<file path="config.mk">
export PLATFORM = sky130hd
export DESIGN_NAME = tcb_req_dec
export DESIGN_NICKNAME = d
export VERILOG_FILES = /design/src/tcb_pkg.sv /design/src/tcb_req_dec.sv
export SDC_FILE = /design/constraint.sdc
export NUM_CORES = 1
export LEC_CHECK = 0
export BUFFER_PORTS_ARGS = -buffer_cell sky130_fd_sc_hd__buf_2
export CAP_MARGIN = 5
export CORE_UTILIZATION = 41
export CTS_CLUSTER_DIAMETER = 100
export DETAILED_ROUTE_END_ITERATION = 8
export GPL_TIMING_DRIVEN = 0
export PLACE_DENSITY_LB_ADDON = 0.05
export SKIP_CTS_REPAIR_TIMING = 1
export SLEW_MARGIN = 0
export SYNTH_ARGS = -nofsm -noshare
export SYNTH_HDL_FRONTEND = slang
export SYNTH_SLANG_ARGS = --single-unit
</file>
<file path="constraint.sdc">
create_clock -name tcb -period 2.6 [get_ports tcb]
set_input_delay 0.13 -clock tcb [delete_from_list [all_inputs] [get_ports tcb]]
set_output_delay 0.13 -clock tcb [all_outputs]
set_load 0.1 [all_outputs]
</file>
<file path="src/tcb_pkg.sv">
// TCB memory subordinate package: bus widths, transfer structs and operation codes
`default_nettype none

package tcb_pkg;

  //////////////////////////////
  // bus widths
  //////////////////////////////

  // address width
  localparam int unsigned tcb_abw = 32;
  // data width
  localparam int unsigned tcb_dbw = 32;
  // byte enables per word
  localparam int unsigned tcb_bew = 4;
  // width of the internal word index, caps MEM_AW at 16
  localparam int unsigned mem_idw = 16;

  //////////////////////////////
  // bus payload
  //////////////////////////////

  // request as seen on the bus, sampled on a transfer
  typedef struct packed {
    logic               wen;  // write enable
    logic [tcb_abw-1:0] adr;  // byte address
    logic [tcb_bew-1:0] ben;  // byte enables
    logic [tcb_dbw-1:0] wdt;  // write data
  } tcb_req_t;

  // response, DLY cycles after the transfer
  typedef struct packed {
    logic [tcb_dbw-1:0] rdt;  // read data
    logic               err;  // error
  } tcb_rsp_t;

  //////////////////////////////
  // internal command
  //////////////////////////////

  // classified operation
  typedef enum logic [1:0] {
    op_read  = 2'd0,
    op_write = 2'd1,
    op_fault = 2'd2   // address outside memory or misaligned
  } tcb_op_t;

  // command from the input side to the memory
  typedef struct packed {
    tcb_op_t            op;
    logic [mem_idw-1:0] idx;  // word index
    logic [tcb_bew-1:0] ben;
    logic [tcb_dbw-1:0] wdt;
  } mem_cmd_t;

endpackage: tcb_pkg

`default_nettype wire

</file>
<file path="src/tcb_req_dec.sv">
// TCB request decoder: accepts transfers, checks the address range, registers a command
`timescale 1ns/1ps
`default_nettype none

module tcb_req_dec #(
  // memory word address width
  parameter int unsigned MEM_AW = 8
)(
  // system signals
  input  logic              tcb,
  input  logic              rst_n,
  // bus request
  input  logic              vld,
  input  tcb_pkg::tcb_req_t req,
  output logic              rdy,
  // command towards memory
  output logic              cmd_vld,
  output tcb_pkg::mem_cmd_t cmd
);

  import tcb_pkg::*;

  //////////////////////////////
  // local parameters
  //////////////////////////////

  // byte offset bits inside a word
  localparam int unsigned off_w = $clog2(tcb_bew);
  // address bits that must be zero for an in-range access
  localparam logic [tcb_abw-1:0] rng_msk = {tcb_abw{1'b1}} << (MEM_AW + off_w);

  //////////////////////////////
  // local signals
  //////////////////////////////

  // transfer strobe
  logic               trn;
  // address checks
  logic               adr_rng;
  logic               adr_mis;
  // classified request
  tcb_op_t            op_nxt;
  logic [mem_idw-1:0] idx_nxt;

  //////////////////////////////
  // handshake
  //////////////////////////////

  // ready after reset, never stalls otherwise
  // independent of vld, no loop through the manager
  always_ff @(posedge tcb) begin
    if (!rst_n) begin
      rdy <= 1'b0;
    end else begin
      rdy <= 1'b1;
    end
  end

  // transfer when both sides agree
  assign trn = vld & rdy;

  //////////////////////////////
  // classification
  //////////////////////////////

  // bits above the memory window
  assign adr_rng = |(req.adr & rng_msk);
  // not word aligned
  assign adr_mis = |req.adr[off_w-1:0];

  always_comb begin
    if (adr_rng || adr_mis) begin
      op_nxt = op_fault;
    end else if (req.wen) begin
      op_nxt = op_write;
    end else begin
      op_nxt = op_read;
    end
  end

  // word index, zero extended to the command field
  always_comb begin
    idx_nxt             = '0;
    idx_nxt[MEM_AW-1:0] = req.adr[off_w +: MEM_AW];
  end

  //////////////////////////////
  // command register
  //////////////////////////////

  // valid follows each transfer, bubble on idle
  always_ff @(posedge tcb) begin
    if (!rst_n) begin
      cmd_vld <= 1'b0;
    end else begin
      cmd_vld <= trn;
    end
  end

  // payload only loads on a transfer
  // ben/wdt of a fault are carried along, memory ignores them
  always_ff @(posedge tcb) begin
    if (trn) begin
      cmd.op  <= op_nxt;
      cmd.idx <= idx_nxt;
      cmd.ben <= req.ben;
      cmd.wdt <= req.wdt;
    end
  end

endmodule: tcb_req_dec

`default_nettype wire

</file>
==> metrics <==
status=finished clean; Row Count=22; CP Buf/Inv Count=1; Bufs on Longest Clock Path=2; TritonRoute pass-1 iters=3; gr ovfl total=0; CTS buffer count=5; post-DR vias/cell=approximately 4.2; Crit path max-delay family=simple AND/OR/NAND/NOR gates; Tot GR Track Use=15.2%; minimum clock period=1.31 ns; CTS tree=built; Arr. time, crit path=approximately 1.3 ns; Fmax=about 0.76 GHz; sequential share of the synthesized area=between 90% and 100%; Commonest cells post-synth=edfxtp_1, buf_4, nor4_1, nor4_2, dfxtp_1; met1 GRT Util=15.7%; GR Util met3=6.43%; slowest cell delay on critical path=~0.4 ns; Slew Viols, Final=0; WS Path Type=reg2reg; pre-CTS WS=~1.3 ns; Period Utilization, post-route=50.4%; Placer Congestion=0.647; DR WL/cell=11.9 um; clock sink count=48; CP max-delay cell=and2_2; die area=0.00410 sq mm; clock root buffer master=clkbuf_8; final setup margin=1.29 ns; critical path peak fanout=32; Fillers=307; Synth Warn #=0; starting density of the core=42.8%; CP Capture Type=flop; Pleak=0.00113 uW; Most Crowded Layer GR=met2; Peak VDD IR=370 uV; number of I/O port buffers=119; first-pass GRT wire length=4.44 mm; later-pin clock latency in the skew report=approximately 0.29 ns; CP Cell Sequence=and2_2 > buf_12; Worst-path clk slew=0.08 ns; htree depth=2; largest net degree at the start of global routing=33; most frequent cell after synthesis=edfxtp_1; die span in x=64.1 um; DP Wirelength=2.35 mm; setup TNS=0 ns; RSZ-0062 raised after global routing=no; met2 Resource Use GR=26.2%; final number of setup-violating endpoints=0; startpoint types=flop; area delta synth->final=61.0%; vias in the first global route=roughly 1,000; Hold Crit Class=in2reg; Data required, critical path=around 2.6 ns; EDFF count, synth=between 40 and 50; DRT iter0 DRCs=72; largest cells by area after synthesis=edfxtp_1, buf_4, dfxtp_1; maxcap violations=0; area share of the largest cell type after synthesis=87.5%; Synth Flop Type=edfxtp_1; Via Count=1,139; ANT cells=0; Die H=64.1 um; layout cell share with drive strength beyond 1=61.4%; post-synthesis async set-or-reset flop share=0%; Post-Syn Area per Cell=22.6 sq um; DRC=0; Antenna Nets Post-Route=0; Floorplan Core Area=0.00369 sq mm; Power Density=around 670 mW/mm^2; Mapped Cells=70; Final nets=294; I/O pin cnt=128; #FFs+latches synth=48; Yosys cell types=13; Total Routed Length=3.24 mm; Post-Syn Area=roughly 0.0016 sq mm; Final Hold Viols=0; initial antenna violation count=0; Worst Skew=0.00222 ns; Synth area leader=edfxtp_1
==> final timing paths <==
kind | startpoint | to | slack [ns] | depth (start not counted)
worst max register to register | rdy | cmd[26] | 1.29 | 2
worst min-delay path | req[40] | cmd[38] | 0.009 | 1
worst min register to register | rdy | cmd_vld | 0.50 | 1
worst max-delay path | rdy | cmd[26] | 1.29 | 2
==> state kept, by name, indices dropped and copies added, names as in the netlist <==
signal,flops
rdy,1
cmd,46
cmd_vld,1
==> final cells by class <==
type,count,area (sq um),share of cell area (%)
sequential,48,1420,55.9
timing repair buffer,138,796,31.3
multi-input combinational,21,125,4.92
clock buffer,7,76.3,3.00
buffer,8,60.1,2.36
tap,48,60.1,2.36
clock inverter,1,3.75,0.148
==> metal layers <==
layer	part of all wire [%]	wire length [um]
met3	11	364
met1	34	1090
met4	2.0	64
met5	0	0
met2	53	1720
==> report_power, final <==
group | total [uW] | internal [uW] | switching (uW)
combinational | 399 | 87.0 | 312
sequential | 890 | 883 | 6.74
clock | 407 | 187 | 220
total | 1700 | 1160 | 538
==> kinds of logic (layout without fill, tap and decap cells) <==
| family | count (synthesis) | after routing | synth area share, % |
|---|---|---|---|
| DFF | 48 | 48 | 90.0 |
| and+or+nand+nor | 13 | 13 | 5.94 |
| buffers and inverters | 8 | 154 | 3.80 |
| other | 1 | 8 | 0.237 |
==> stage by stage <==
step           hold WS (ns)  total power, uW  instance area, sq um  utilization (%)  cells
2_1_floorplan         0.158             1200                  1610                -     77
3_3_place_gp          0.241             1280                  2260             61.3    244
3_5_place_dp          0.252             1290                  2280             61.9    245
4_1_cts             -0.0617             1690                  2360             64.0    253
5_1_grt            0.000578             1750                  2540             68.9    271
6_report            0.00930             1700                  2540             68.9    271
==> cell usage in the layout, fill, tap and decap left out, drive strengths merged <==
cell,n
buf,128
edfxtp,46
dlygate4sd3,18
conb,8
clkbuf,7
nor4,6
dfxtp,2
nand2,1
nand4,1
or2,1
and2,1
nand3,1
nor2,1
and3,1
clkinv,1
==> worst reg2reg max path, cell delays in order, from the launching register on <==
cell	delay, ns
dfxtp_1	0.35
and2_2	0.40
buf_12	0.26
No activity file was read; power rests on OpenSTA's default activity.
