<file path="src/tcb_pkg.sv">
// TCB memory subordinate package: bus widths, transfer structs and operation codes
`default_nettype none

package tcb_pkg;

  //////////////////////////////
  // bus widths
  //////////////////////////////

  // address width
  localparam int unsigned tcb_abw = 32;
  // data width
  localparam int unsigned tcb_dbw = 32;
  // byte enables per word
  localparam int unsigned tcb_bew = 4;
  // width of the internal word index, caps MEM_AW at 16
  localparam int unsigned mem_idw = 16;

  //////////////////////////////
  // bus payload
  //////////////////////////////

  // request as seen on the bus, sampled on a transfer
  typedef struct packed {
    logic               wen;  // write enable
    logic [tcb_abw-1:0] adr;  // byte address
    logic [tcb_bew-1:0] ben;  // byte enables
    logic [tcb_dbw-1:0] wdt;  // write data
  } tcb_req_t;

  // response, DLY cycles after the transfer
  typedef struct packed {
    logic [tcb_dbw-1:0] rdt;  // read data
    logic               err;  // error
  } tcb_rsp_t;

  //////////////////////////////
  // internal command
  //////////////////////////////

  // classified operation
  typedef enum logic [1:0] {
    op_read  = 2'd0,
    op_write = 2'd1,
    op_fault = 2'd2   // address outside memory or misaligned
  } tcb_op_t;

  // command from the input side to the memory
  typedef struct packed {
    tcb_op_t            op;
    logic [mem_idw-1:0] idx;  // word index
    logic [tcb_bew-1:0] ben;
    logic [tcb_dbw-1:0] wdt;
  } mem_cmd_t;

endpackage: tcb_pkg

`default_nettype wire

</file>
<file path="src/tcb_rsp_pipe.sv">
// TCB response delay line: brings the memory response out DLY cycles after the transfer
`timescale 1ns/1ps
`default_nettype none

module tcb_rsp_pipe #(
  // total response delay in cycles, at least 1
  parameter int unsigned DLY = 2
)(
  // system signals
  input  logic              tcb,
  input  logic              rst_n,
  // response from memory
  input  logic              mem_vld,
  input  tcb_pkg::tcb_rsp_t mem_rsp,
  // response on the bus
  output logic              rsp_vld,
  output tcb_pkg::tcb_rsp_t rsp
);

  import tcb_pkg::*;

  generate
  if (DLY == 1) begin: g_thru

    //////////////////////////////
    // no extra delay
    //////////////////////////////

    // memory read already spans the one cycle
    assign rsp_vld = mem_vld;
    assign rsp     = mem_rsp;

  end else begin: g_pipe

    //////////////////////////////
    // shift register
    //////////////////////////////

    // decoder and memory give the first cycle of the stage count
    localparam int unsigned stg = DLY - 1;

    // valid bits per stage
    logic     [stg-1:0] vld_sr;
    // response payload per stage
    tcb_rsp_t           rsp_sr [stg];

    // valid shifts in at stage 0
    always_ff @(posedge tcb) begin
      if (!rst_n) begin
        vld_sr <= '0;
      end else begin
        vld_sr[0] <= mem_vld;
        for (int unsigned i = 1; i < stg; i++) begin
          vld_sr[i] <= vld_sr[i-1];
        end
      end
    end

    // data follows the valid bits
    // bubbles shift stale data along with a low valid
    always_ff @(posedge tcb) begin
      rsp_sr[0] <= mem_rsp;
      for (int unsigned i = 1; i < stg; i++) begin
        rsp_sr[i] <= rsp_sr[i-1];
      end
    end

    // last stage drives the bus
    assign rsp_vld = vld_sr[stg-1];
    assign rsp     = rsp_sr[stg-1];

  end
  endgenerate

endmodule: tcb_rsp_pipe

`default_nettype wire

</file>
<file path="config.mk">
export PLATFORM = sky130hd
export DESIGN_NAME = tcb_rsp_pipe
export DESIGN_NICKNAME = d
export VERILOG_FILES = /design/src/tcb_pkg.sv /design/src/tcb_rsp_pipe.sv
export SDC_FILE = /design/constraint.sdc
export NUM_CORES = 1
export LEC_CHECK = 0
export CORE_AREA = 3 3 40 42
export DETAILED_ROUTE_END_ITERATION = 6
export DIE_AREA = 0 0 43 45
export DONT_BUFFER_PORTS = 1
export GPL_TIMING_DRIVEN = 1
export PLACE_DENSITY = 0.65
export SLEW_MARGIN = 20
export SYNTH_ARGS = -nofsm -noshare
export SYNTH_HDL_FRONTEND = slang
export SYNTH_SLANG_ARGS = --single-unit
</file>
<file path="constraint.sdc">
create_clock -name tcb -period 0.8 [get_ports tcb]
set_clock_uncertainty 0.1 [all_clocks]
set_input_delay 0.04 -clock tcb [delete_from_list [all_inputs] [get_ports tcb]]
set_output_delay 0.04 -clock tcb [all_outputs]
set_load 0.05 [all_outputs]
</file>
==> summary.md, run 1 <==
| Metric | Value |
|---|---|
| Seq/Total Area, Yosys | 99.1% |
| Distinct cell type count of the synthesized netlist | 2 |
| Ports | 70 |
| Mapped cell area | 687 sq um |
| Log Error | [ERROR DPL-0038] Utilization greater than 100%, impossible to legalize |
| Post-Syn Nets | 71 |
| Number of port buffers | 0 |
| Die W | 43 microns |
| Yosys warning total | 0 |
| Mapped Cells | 35 |
| Fail Step | detailed placement |
| Routability Congestion | 0.700 |
| Starting Density | 53.5% |
| Rows | 13 |
| Chip height | 45 microns |
| #FFs+latches synth | 34 |
| Status | did not finish |
| Avg Cell Area, Syn | 19.6 sq um |
==> synthesized netlist by cell type <==
cell type,n,area (sq um)
dfxtp_1,34,681
and2_1,1,6.26
==> metrics by stage <==
stage,std cells,setup slack (ns)
after global placement,84,0.177
after floorplan,35,0.0727
==> cells by family after synthesis <==
family | after synthesis | share of synthesized area [%]
simple gates | 1 | 0.911
flops | 34 | 99.1
==> inputs of run 2 (changes only) <==
--- a/config.mk
+++ b/config.mk
@@ -5,12 +5,12 @@
 export SDC_FILE = /design/constraint.sdc
 export NUM_CORES = 1
 export LEC_CHECK = 0
-export CORE_AREA = 3 3 40 42
+export CORE_AREA = 3 3 64 66
 export DETAILED_ROUTE_END_ITERATION = 6
-export DIE_AREA = 0 0 43 45
+export DIE_AREA = 0 0 67 69
 export DONT_BUFFER_PORTS = 1
 export GPL_TIMING_DRIVEN = 1
-export PLACE_DENSITY = 0.65
+export PLACE_DENSITY_LB_ADDON = 0.15
 export SLEW_MARGIN = 20
 export SYNTH_ARGS = -nofsm -noshare
 export SYNTH_HDL_FRONTEND = slang
==> summary.md, run 2 <==
| Metric | Value |
|---|---|
| Status | finished, violations left |
| Failing checks | setup timing |
| Crit-path cells | buf_12 |
| Share of the synthesized area in the top cell type | 99.1% |
| CTS H-tree lvls | 2 |
| Final Hold Viols | 0 |
| Hold Crit Class | in -> reg |
| Distinct cell type count of the synthesized netlist | 2 |
| Sum Neg Setup Slack | -2.78 ns |
| Seq/Total Area, Yosys | 99.1% |
| Root Buffer | clkbuf_8 |
| Post-placement cell count | 117 |
| Nets | 147 |
| Peak VDD IR | 1.09 mV |
| Dominant cell type by area after synthesis | dfxtp_1 |
| Starting Density | 18.9% |
| Number of port buffers | 0 |
| Layout area overhead | 178% |
| Pre-Repair DR Iteration Count | 2 |
| Share of post-route cells with drive strength above 1 | 67.0% |
| Worst EP required | 0.66 ns |
| Rows | 22 |
| Ports | 70 |
| Final setup vio count | 34 |
| Drc violations | 0 |
| Post-Syn Nets | 71 |
| Post-placement cell area | 1430 sq um |
| Final Util | 52.6% |
| Pwr Density | 2060 nW/um^2 |
| Unrepaired setup endpoints after global routing | yes |
| Avg Cell Area, Syn | 19.6 sq um |
| Global route overflow | 0 |
| Commonest cells after routing, fill and taps aside | dlygate4sd3_1 (35), dfxtp_2 (34), buf_12 (34), clkbuf_8 (6) |
| Largest net degree at the start of global routing | 11 |
| #FFs+latches synth | 34 |
| Leak | 0.803 nW |
| Largest register by flop count | g_pipe.rsp_sr |
| First-pass GRT wire length | 2750 microns |
| # diodes | 0 |
| Die W | 67 microns |
| Crit Path Class | reg -> out |
| Family with the most delay on the worst path | flip-flops |
| CTS clk-pin slew, worst paths | 0.06 ns |
| Die area | 4620 sq um |
| Post-route ant nets | 0 |
| Clock sink total | 34 |
| Final worst-path cycle share | 111% |
| Max Root-Sink Buffers | 2 |
| Buffers plus inverters on the worst setup path | 1 |
| Most common cell after layout, fill and taps aside | dlygate4sd3_1 |
| Final worst slack | -0.0901 ns |
| Clock buffer count from CTS | 5 |
| Routability Congestion | 0.564 |
| Worst Tran Pin Value | 0.0690 ns |
| Yosys warning total | 0 |
| Synth area leaders | dfxtp_1 (99%), and2_1 (0.91%) |
| CTS tree | done |
| Fillers | 320 |
| Finished Cell Area | 1910 sq um |
| Post-CTS Setup Bufs | 0 |
| Global-route usage over all layers | 8.52% |
| Ys flop type | dfxtp_1 |
| Post-DR vias/cell | 3.37 |
| Worst Setup SP | g_pipe.rsp_sr[0][0] |
| Number of global-route vias before repair | 556 |
| Iter 0 DRT Violations | 13 |
| Chip height | 69 microns |
| CP Launch Type | register |
| Slew margin rel. | 95.4% |
| Finished Layout Cells | 160 |
| Maximum clock frequency | 1.12 GHz |
| Hold depth | 1 |
| Mapped Cells | 35 |
| Core Footprint | 3630 sq um |
| Seq. cell area | 723 sq um |
| Routed vias | 539 |
| Mapped cell area | 687 sq um |
| HP Start | mem_rsp[22] |
| Initial antenna violation count | 0 |
| Synth async-reset ratio | 0% |
| Final Max Slew Viols | 0 |
| Multi-input gate area | 6.26 sq um |
| WP data arrival | 0.75 ns |
| Hold-critical path endpoint | g_pipe.rsp_sr[0][22] |
| CP max stage delay | 0.34 ns |
| WL per Instance | 11.4 microns |
| Crit path max fanout | 1 |
| Synth cell count leaders | dfxtp_1 (34), and2_1 (1) |
| Top-count cell post-synth | dfxtp_1 |
| Max FFs per register | 33 |
| Post-synth EDFFs | 0 |
| Drt total wl | 1830 microns |
| Critical Path End Type | output pin |
| Tmin final | 0.890 ns |
| CP max stage cell | dfxtp_2 |
| Max-Cap Viols | 0 |
-- run 2: repair_timing --
| item | 4_1_cts | 5_1_grt |
|---|---|---|
| resized for setup | 34 | 0 |
| hold buffers | 35 | 0 |
| setup endpoints to repair | 34 | 34 |
| hold endpoints to repair | 34 | 0 |
-- run 2: report_power, final --
part           leakage [nW]  switching (mW)  total, mW  internal, mW
Sequential            0.287          0.0710       1.88          1.81
Clock                0.0482           0.538       1.23         0.693
Combinational         0.468           0.381      0.831         0.450
Total                 0.803           0.989       3.94          2.95
-- run 2: how the worst max path moves through the flow --
stage	to	slack, ns	cells after the start
final	rsp[0]	-0.09	1
after global placement	rsp[30]	0.18	1
after global routing	rsp[4]	-0.13	1
after floorplan	rsp[0]	0.07	0
after detailed placement	rsp[6]	0.15	1
after CTS	rsp[6]	-0.12	1
-- run 2: final cells by class --
type                            count  share of cell area [%]
Multi-Input combinational cell      1                   0.327
Clock inverter                      1                   0.262
Sequential cell                    34                    37.8
Tap cell                           48                    3.14
Timing Repair Buffer               69                    53.9
Clock buffer                        7                    4.52
-- run 2: per-layer routing --
metal / vias up / part of all wire, % / GRT usage (%)
met5: - / 0 / 0
met4: 0 / 0.82 / 2.70
met3: 3 / 19 / 8.79
met2: 44 / 54 / 14.0
met1: 236 / 26 / 6.60
li1: 256 / - / -
-- run 2: metrics by stage --
stage          setup WS, ns  hold slack [ns]  power (mW)
2_1_floorplan        0.0727          -0.0323        2.17
3_3_place_gp          0.176          -0.0322        2.60
3_5_place_dp          0.155          -0.0322        2.60
4_1_cts              -0.117            0.192        4.01
5_1_grt              -0.134            0.183        4.14
6_report            -0.0901            0.211        3.94
-- run 2: cells by family after synthesis --
kind of cell  synth area share [%]
simple gates                 0.911
flops                         99.1
(Power assumes the default switching activity.)
==> inputs of run 3 (changes only) <==
--- a/config.mk
+++ b/config.mk
@@ -5,9 +5,10 @@
 export SDC_FILE = /design/constraint.sdc
 export NUM_CORES = 1
 export LEC_CHECK = 0
-export CORE_AREA = 3 3 64 66
+export ABC_AREA = 1
+export CORE_AREA = 2 2 63 65
 export DETAILED_ROUTE_END_ITERATION = 6
-export DIE_AREA = 0 0 67 69
+export DIE_AREA = 0 0 65 67
 export DONT_BUFFER_PORTS = 1
 export GPL_TIMING_DRIVEN = 1
 export PLACE_DENSITY_LB_ADDON = 0.15
==> constraint.sdc (replaced) <==
create_clock -name tcb -period 0.8 [get_ports tcb]
set_clock_uncertainty 0.1 [all_clocks]
set_input_delay 0.08 -clock tcb [delete_from_list [all_inputs] [get_ports tcb]]
set_output_delay 0.08 -clock tcb [all_outputs]
set_load 0.05 [all_outputs]
==> summary.md, run 3 <==
| Metric | Value |
|---|---|
| Leak | 0.834 nW |
| Initial antenna violation count | 0 |
| Root Buffer | clkbuf_8 |
| Hold slack | 0.242 ns |
| Chip height | 67 microns |
| CTS H-tree lvls | 2 |
| Hold-critical path endpoint | g_pipe.rsp_sr[0][9] |
| Post-DR vias/cell | 3.39 |
| Crit path max fanout | 1 |
| Drt total wl | 2310 microns |
| Peak VDD IR | 0.966 mV |
| Worst Tran Pin Value | 0.0817 ns |
| Nets | 148 |
| Final worst-path cycle share | 120% |
| Final setup vio count | 34 |
| Seq/Total Area, Yosys | 98.9% |
| Number of port buffers | 0 |
| Crit-path cells | buf_12 |
| Clock sink total | 34 |
| Global-route usage over all layers | 11.4% |
| CTS tree | done |
| Mapped cell area | 688 sq um |
| WP data arrival | 0.78 ns |
| Core Footprint | 3610 sq um |
| Family with the most delay on the worst path | flip-flops |
| Avg Cell Area, Syn | 19.1 sq um |
| Finished Layout Cells | 161 |
| Maximum clock frequency | 1.04 GHz |
| Synth area leaders | dfxtp_1 (99%), inv_1 (0.55%), nand2_1 (0.55%) |
| Max-Cap Viols | 0 |
| Slew margin rel. | 94.5% |
| Post-synth EDFFs | 0 |
| Post-route ant nets | 0 |
| Number of global-route vias before repair | 602 |
| Synth async-reset ratio | 0% |
| Synth cell count leaders | dfxtp_1 (34), inv_1 (1), nand2_1 (1) |
| CTS clk-pin slew, worst paths | 0.08 ns |
| Clock buffer count from CTS | 5 |
| Pwr Density | 2370 nW/um^2 |
| Multi-input gate area | 3.75 sq um |
| Dominant cell type by area after synthesis | dfxtp_1 |
| Seq. cell area | 723 sq um |
| Crit Path Class | reg -> out |
| Tmin final | 0.959 ns |
| HP Start | mem_rsp[9] |
| Die W | 65 microns |
| # diodes | 0 |
| Most common cell after layout, fill and taps aside | dlygate4sd3_1 |
| Ports | 70 |
| Largest register by flop count | g_pipe.rsp_sr |
| Hold depth | 1 |
| Distinct cell type count of the synthesized netlist | 3 |
| Share of the synthesized area in the top cell type | 98.9% |
| Drc violations | 0 |
| CP max stage delay | 0.36 ns |
| WL per Instance | 14.3 microns |
| Ys flop type | dfxtp_1 |
| Global route overflow | 0 |
| Post-placement cell count | 118 |
| CP max stage cell | dfxtp_2 |
| Commonest cells after routing, fill and taps aside | dlygate4sd3_1 (35), dfxtp_2 (34), buf_12 (34), clkbuf_8 (6), bufinv_16 (2) |
| Worst EP required | 0.62 ns |
| Failing checks | setup timing |
| #FFs+latches synth | 34 |
| Largest net degree at the start of global routing | 12 |
| Share of post-route cells with drive strength above 1 | 67.3% |
| Pre-Repair DR Iteration Count | 2 |
| Power Total | 4.65 mW |
| Max FFs per register | 33 |
| Final worst slack | -0.159 ns |
| CP Launch Type | register |
| Final Max Slew Viols | 0 |
| Hold Crit Class | in -> reg |
| Yosys warning total | 0 |
| Critical Path End Type | output pin |
| Buffers plus inverters on the worst setup path | 1 |
| Top-count cell post-synth | dfxtp_1 |
| First-pass GRT wire length | 3340 microns |
| Layout area overhead | 185% |
| Routability Congestion | 0.700 |
| Status | finished, violations left |
| Iter 0 DRT Violations | 16 |
| Die area | 4360 sq um |
| Mapped Cells | 36 |
| Max Root-Sink Buffers | 2 |
| Unrepaired setup endpoints after global routing | yes |
| Routed vias | 545 |
| Fillers | 276 |
| Rows | 22 |
| Final Hold Viols | 0 |
| Starting Density | 19.1% |
| Post-Syn Nets | 72 |
-- run 3: worst max-delay path by stage --
stage / startpoint / end / slack (ns) / cells after the start
2_1_floorplan: g_pipe.rsp_sr[0][0] / rsp[0] / 0.03 / 0
3_3_place_gp: g_pipe.rsp_sr[0][11] / rsp[11] / 0.14 / 1
3_5_place_dp: g_pipe.rsp_sr[0][27] / rsp[27] / 0.11 / 1
4_1_cts: g_pipe.rsp_sr[0][27] / rsp[27] / -0.17 / 1
5_1_grt: g_pipe.rsp_sr[0][28] / rsp[28] / -0.19 / 1
6_report: g_pipe.rsp_sr[0][28] / rsp[28] / -0.16 / 1
-- run 3: cell type report --
type / instances / share of cell area, %
clock buffer: 6 / 4.20
clock inverter: 2 / 3.06
inverter: 1 / 0.191
multi-input combinational: 1 / 0.191
sequential: 34 / 36.8
tap: 48 / 3.06
timing repair buffer: 69 / 52.5
-- run 3: cell families after synthesis --
logic type / synth area share (%)
flip-flops: 98.9
AND/OR/NAND/NOR: 0.545
buffers and inverters: 0.545
-- run 3: stage by stage --
| step | worst slack (ns) | TNS, ns | area (sq um) | utilization [%] |
|---|---|---|---|---|
| 2_1_floorplan | 0.0327 | 0 | 688 | - |
| 5_1_grt | -0.185 | -5.54 | 1960 | 54.5 |
| 3_5_place_dp | 0.106 | 0 | 1430 | 39.6 |
| 4_1_cts | -0.169 | -5.02 | 1960 | 54.5 |
| 3_3_place_gp | 0.136 | 0 | 1430 | 39.6 |
| 6_report | -0.159 | -4.59 | 1960 | 54.5 |
-- run 3: report_power, final --
part	internal, mW	switching (mW)
clock network	1.33	0.601
registers	1.80	0.0749
logic	0.450	0.390
-- run 3: routing by layer --
metal  up-vias  share of wire (%)  track usage (%)
li1        258                  -                -
met3         8                5.2             3.21
met4         0                3.1             9.04
met1       243                 29             8.71
met5         -                  0                0
met2        36                 62             23.3
-- run 3: timing repair --
| action | CTS | global route |
|---|---|---|
| buffers inserted | 0 | 0 |
| hold endpoints to repair | 34 | 0 |
| pin swaps | 0 | 0 |
| resized for setup | 34 | 0 |
| hold buffers | 35 | 0 |
| setup endpoints to repair | 34 | 34 |
==> inputs of run 4 (changes only) <==
--- a/config.mk
+++ b/config.mk
@@ -6,6 +6,8 @@
 export NUM_CORES = 1
 export LEC_CHECK = 0
 export ABC_AREA = 1
+export CELL_PAD_IN_SITES_DETAIL_PLACEMENT = 0
+export CELL_PAD_IN_SITES_GLOBAL_PLACEMENT = 2
 export CORE_AREA = 2 2 63 65
 export DETAILED_ROUTE_END_ITERATION = 6
 export DIE_AREA = 0 0 65 67
==> summary.md, run 4 (synthesized netlist as in run 3, its figures left out) <==
| Metric | Value |
|---|---|
| Status | finished, violations left |
| Failing checks | setup timing |
| Hold Crit Class | in -> reg |
| Die W | 65 microns |
| Clock sink total | 34 |
| Crit-path cells | buf_12 |
| Maximum clock frequency | 1.06 GHz |
| CP max stage delay | 0.35 ns |
| Post-DR vias/cell | 3.41 |
| Post-route ant nets | 0 |
| Die area | 4360 sq um |
| Routability Congestion | 0.651 |
| WL per Instance | 12.4 microns |
| First-pass GRT wire length | 2820 microns |
| Finished Cell Area | 1900 sq um |
| Initial antenna violation count | 0 |
| Max Root-Sink Buffers | 2 |
| Family with the most delay on the worst path | flip-flops |
| CP Launch Type | register |
| Buffers plus inverters on the worst setup path | 1 |
| Drc violations | 0 |
| Final worst-path cycle share | 118% |
| Starting Density | 19.1% |
| Root Buffer | clkbuf_8 |
| Most common cell after layout, fill and taps aside | dlygate4sd3_1 |
| Largest register by flop count | g_pipe.rsp_sr |
| Layout area overhead | 176% |
| Unrepaired setup endpoints after global routing | yes |
| Final worst slack | -0.141 ns |
| Global route overflow | 0 |
| Slew margin rel. | 94.2% |
| Clock buffer count from CTS | 5 |
| Worst EP required | 0.62 ns |
| Crit Path Class | reg -> out |
| Share of post-route cells with drive strength above 1 | 67.0% |
| Routed vias | 546 |
| Pre-Repair DR Iteration Count | 3 |
| Hold slack | 0.249 ns |
| Final Hold Viols | 0 |
| # diodes | 0 |
| Crit path max fanout | 1 |
| CP max stage cell | dfxtp_2 |
| Pwr Density | 2020 nW/um^2 |
| Nets | 148 |
| Number of global-route vias before repair | 584 |
| Commonest cells after routing, fill and taps aside | dlygate4sd3_1 (35), dfxtp_2 (34), buf_12 (34), clkbuf_8 (5), clkinv_2 (2) |
| Rows | 22 |
| Largest net degree at the start of global routing | 11 |
| Global-route usage over all layers | 9.77% |
| Number of port buffers | 0 |
| Hold depth | 1 |
| Post-placement cell area | 1430 sq um |
| Final setup vio count | 34 |
| Ports | 70 |
| Core Footprint | 3610 sq um |
| Drt total wl | 1980 microns |
| Max FFs per register | 33 |
| Tmin final | 0.941 ns |
| Critical Path End Type | output pin |
| Chip height | 67 microns |
| Hold-critical path endpoint | g_pipe.rsp_sr[0][25] |
| CTS tree | done |
| Iter 0 DRT Violations | 8 |
| CTS H-tree lvls | 2 |
| Worst Tran Pin Value | 0.0871 ns |
| Peak VDD IR | 0.881 mV |
| Leak | 0.806 nW |
| WP data arrival | 0.76 ns |
| HP Start | mem_rsp[25] |
| Max-Cap Viols | 0 |
| CTS clk-pin slew, worst paths | 0.06 ns |
| Sum Neg Setup Slack | -4.31 ns |
| Final Max Slew Viols | 0 |
## run 4: cell count changes in the layout (fill, tap and decap cells not counted)
| cell | before | now |
|---|---|---|
| clkbuf_8 | 6 | 5 |
| clkinv_2 | 0 | 2 |
| bufinv_16 | 2 | 0 |
## run 4: layer usage
layer	global-route usage (%)	share of wire, %	vias up
met5	0	0	-
li1	-	-	257
met1	5.89	27	237
met4	9.57	3.2	0
met3	6.25	15	5
met2	18.3	55	47
## run 4: how the worst max path moves through the flow
| stage | end | slack [ns] | cells after the start | startpoint |
|---|---|---|---|---|
| 4_1_cts | rsp[18] | -0.15 | 1 | g_pipe.rsp_sr[0][18] |
| 2_1_floorplan | rsp[0] | 0.03 | 0 | g_pipe.rsp_sr[0][0] |
| 3_5_place_dp | rsp[18] | 0.11 | 1 | g_pipe.rsp_sr[0][18] |
| 3_3_place_gp | rsp[26] | 0.14 | 1 | g_pipe.rsp_sr[0][26] |
| 6_report | rsp[32] | -0.14 | 1 | g_pipe.rsp_sr[0][32] |
| 5_1_grt | rsp[32] | -0.17 | 1 | g_pipe.rsp_sr[0][32] |
## run 4: layout make-up
type                            count  area [sq um]
Clock buffer                        5          68.8
Clock inverter                      2          10.0
Fill cell                         297          1710
Inverter                            1          3.75
Multi-Input combinational cell      1          3.75
Sequential cell                    34           723
Tap cell                           48          60.1
Timing Repair Buffer               69          1030
## run 4: what timing repair did
item	CTS	global route
buffers inserted	0	0
setup endpoints to repair	34	34
gates resized for setup	34	0
hold buffers	35	0
endpoints found under the hold margin	34	0
## run 4: stage by stage
stage	setup WS, ns	cells	util [%]	power (mW)
CTS	-0.152	160	52.7	3.88
finish	-0.141	160	52.7	3.84
global route	-0.172	160	52.7	4.01
global placement	0.137	118	39.6	2.60
floorplan	0.0327	36	-	2.17
detailed placement	0.114	118	39.6	2.60
## run 4: report_power, final
group	leakage [nW]	total [mW]	switching (mW)	internal [mW]
clock network	0.0438	1.13	0.545	0.582
registers	0.287	1.88	0.0740	1.81
logic	0.475	0.832	0.382	0.450
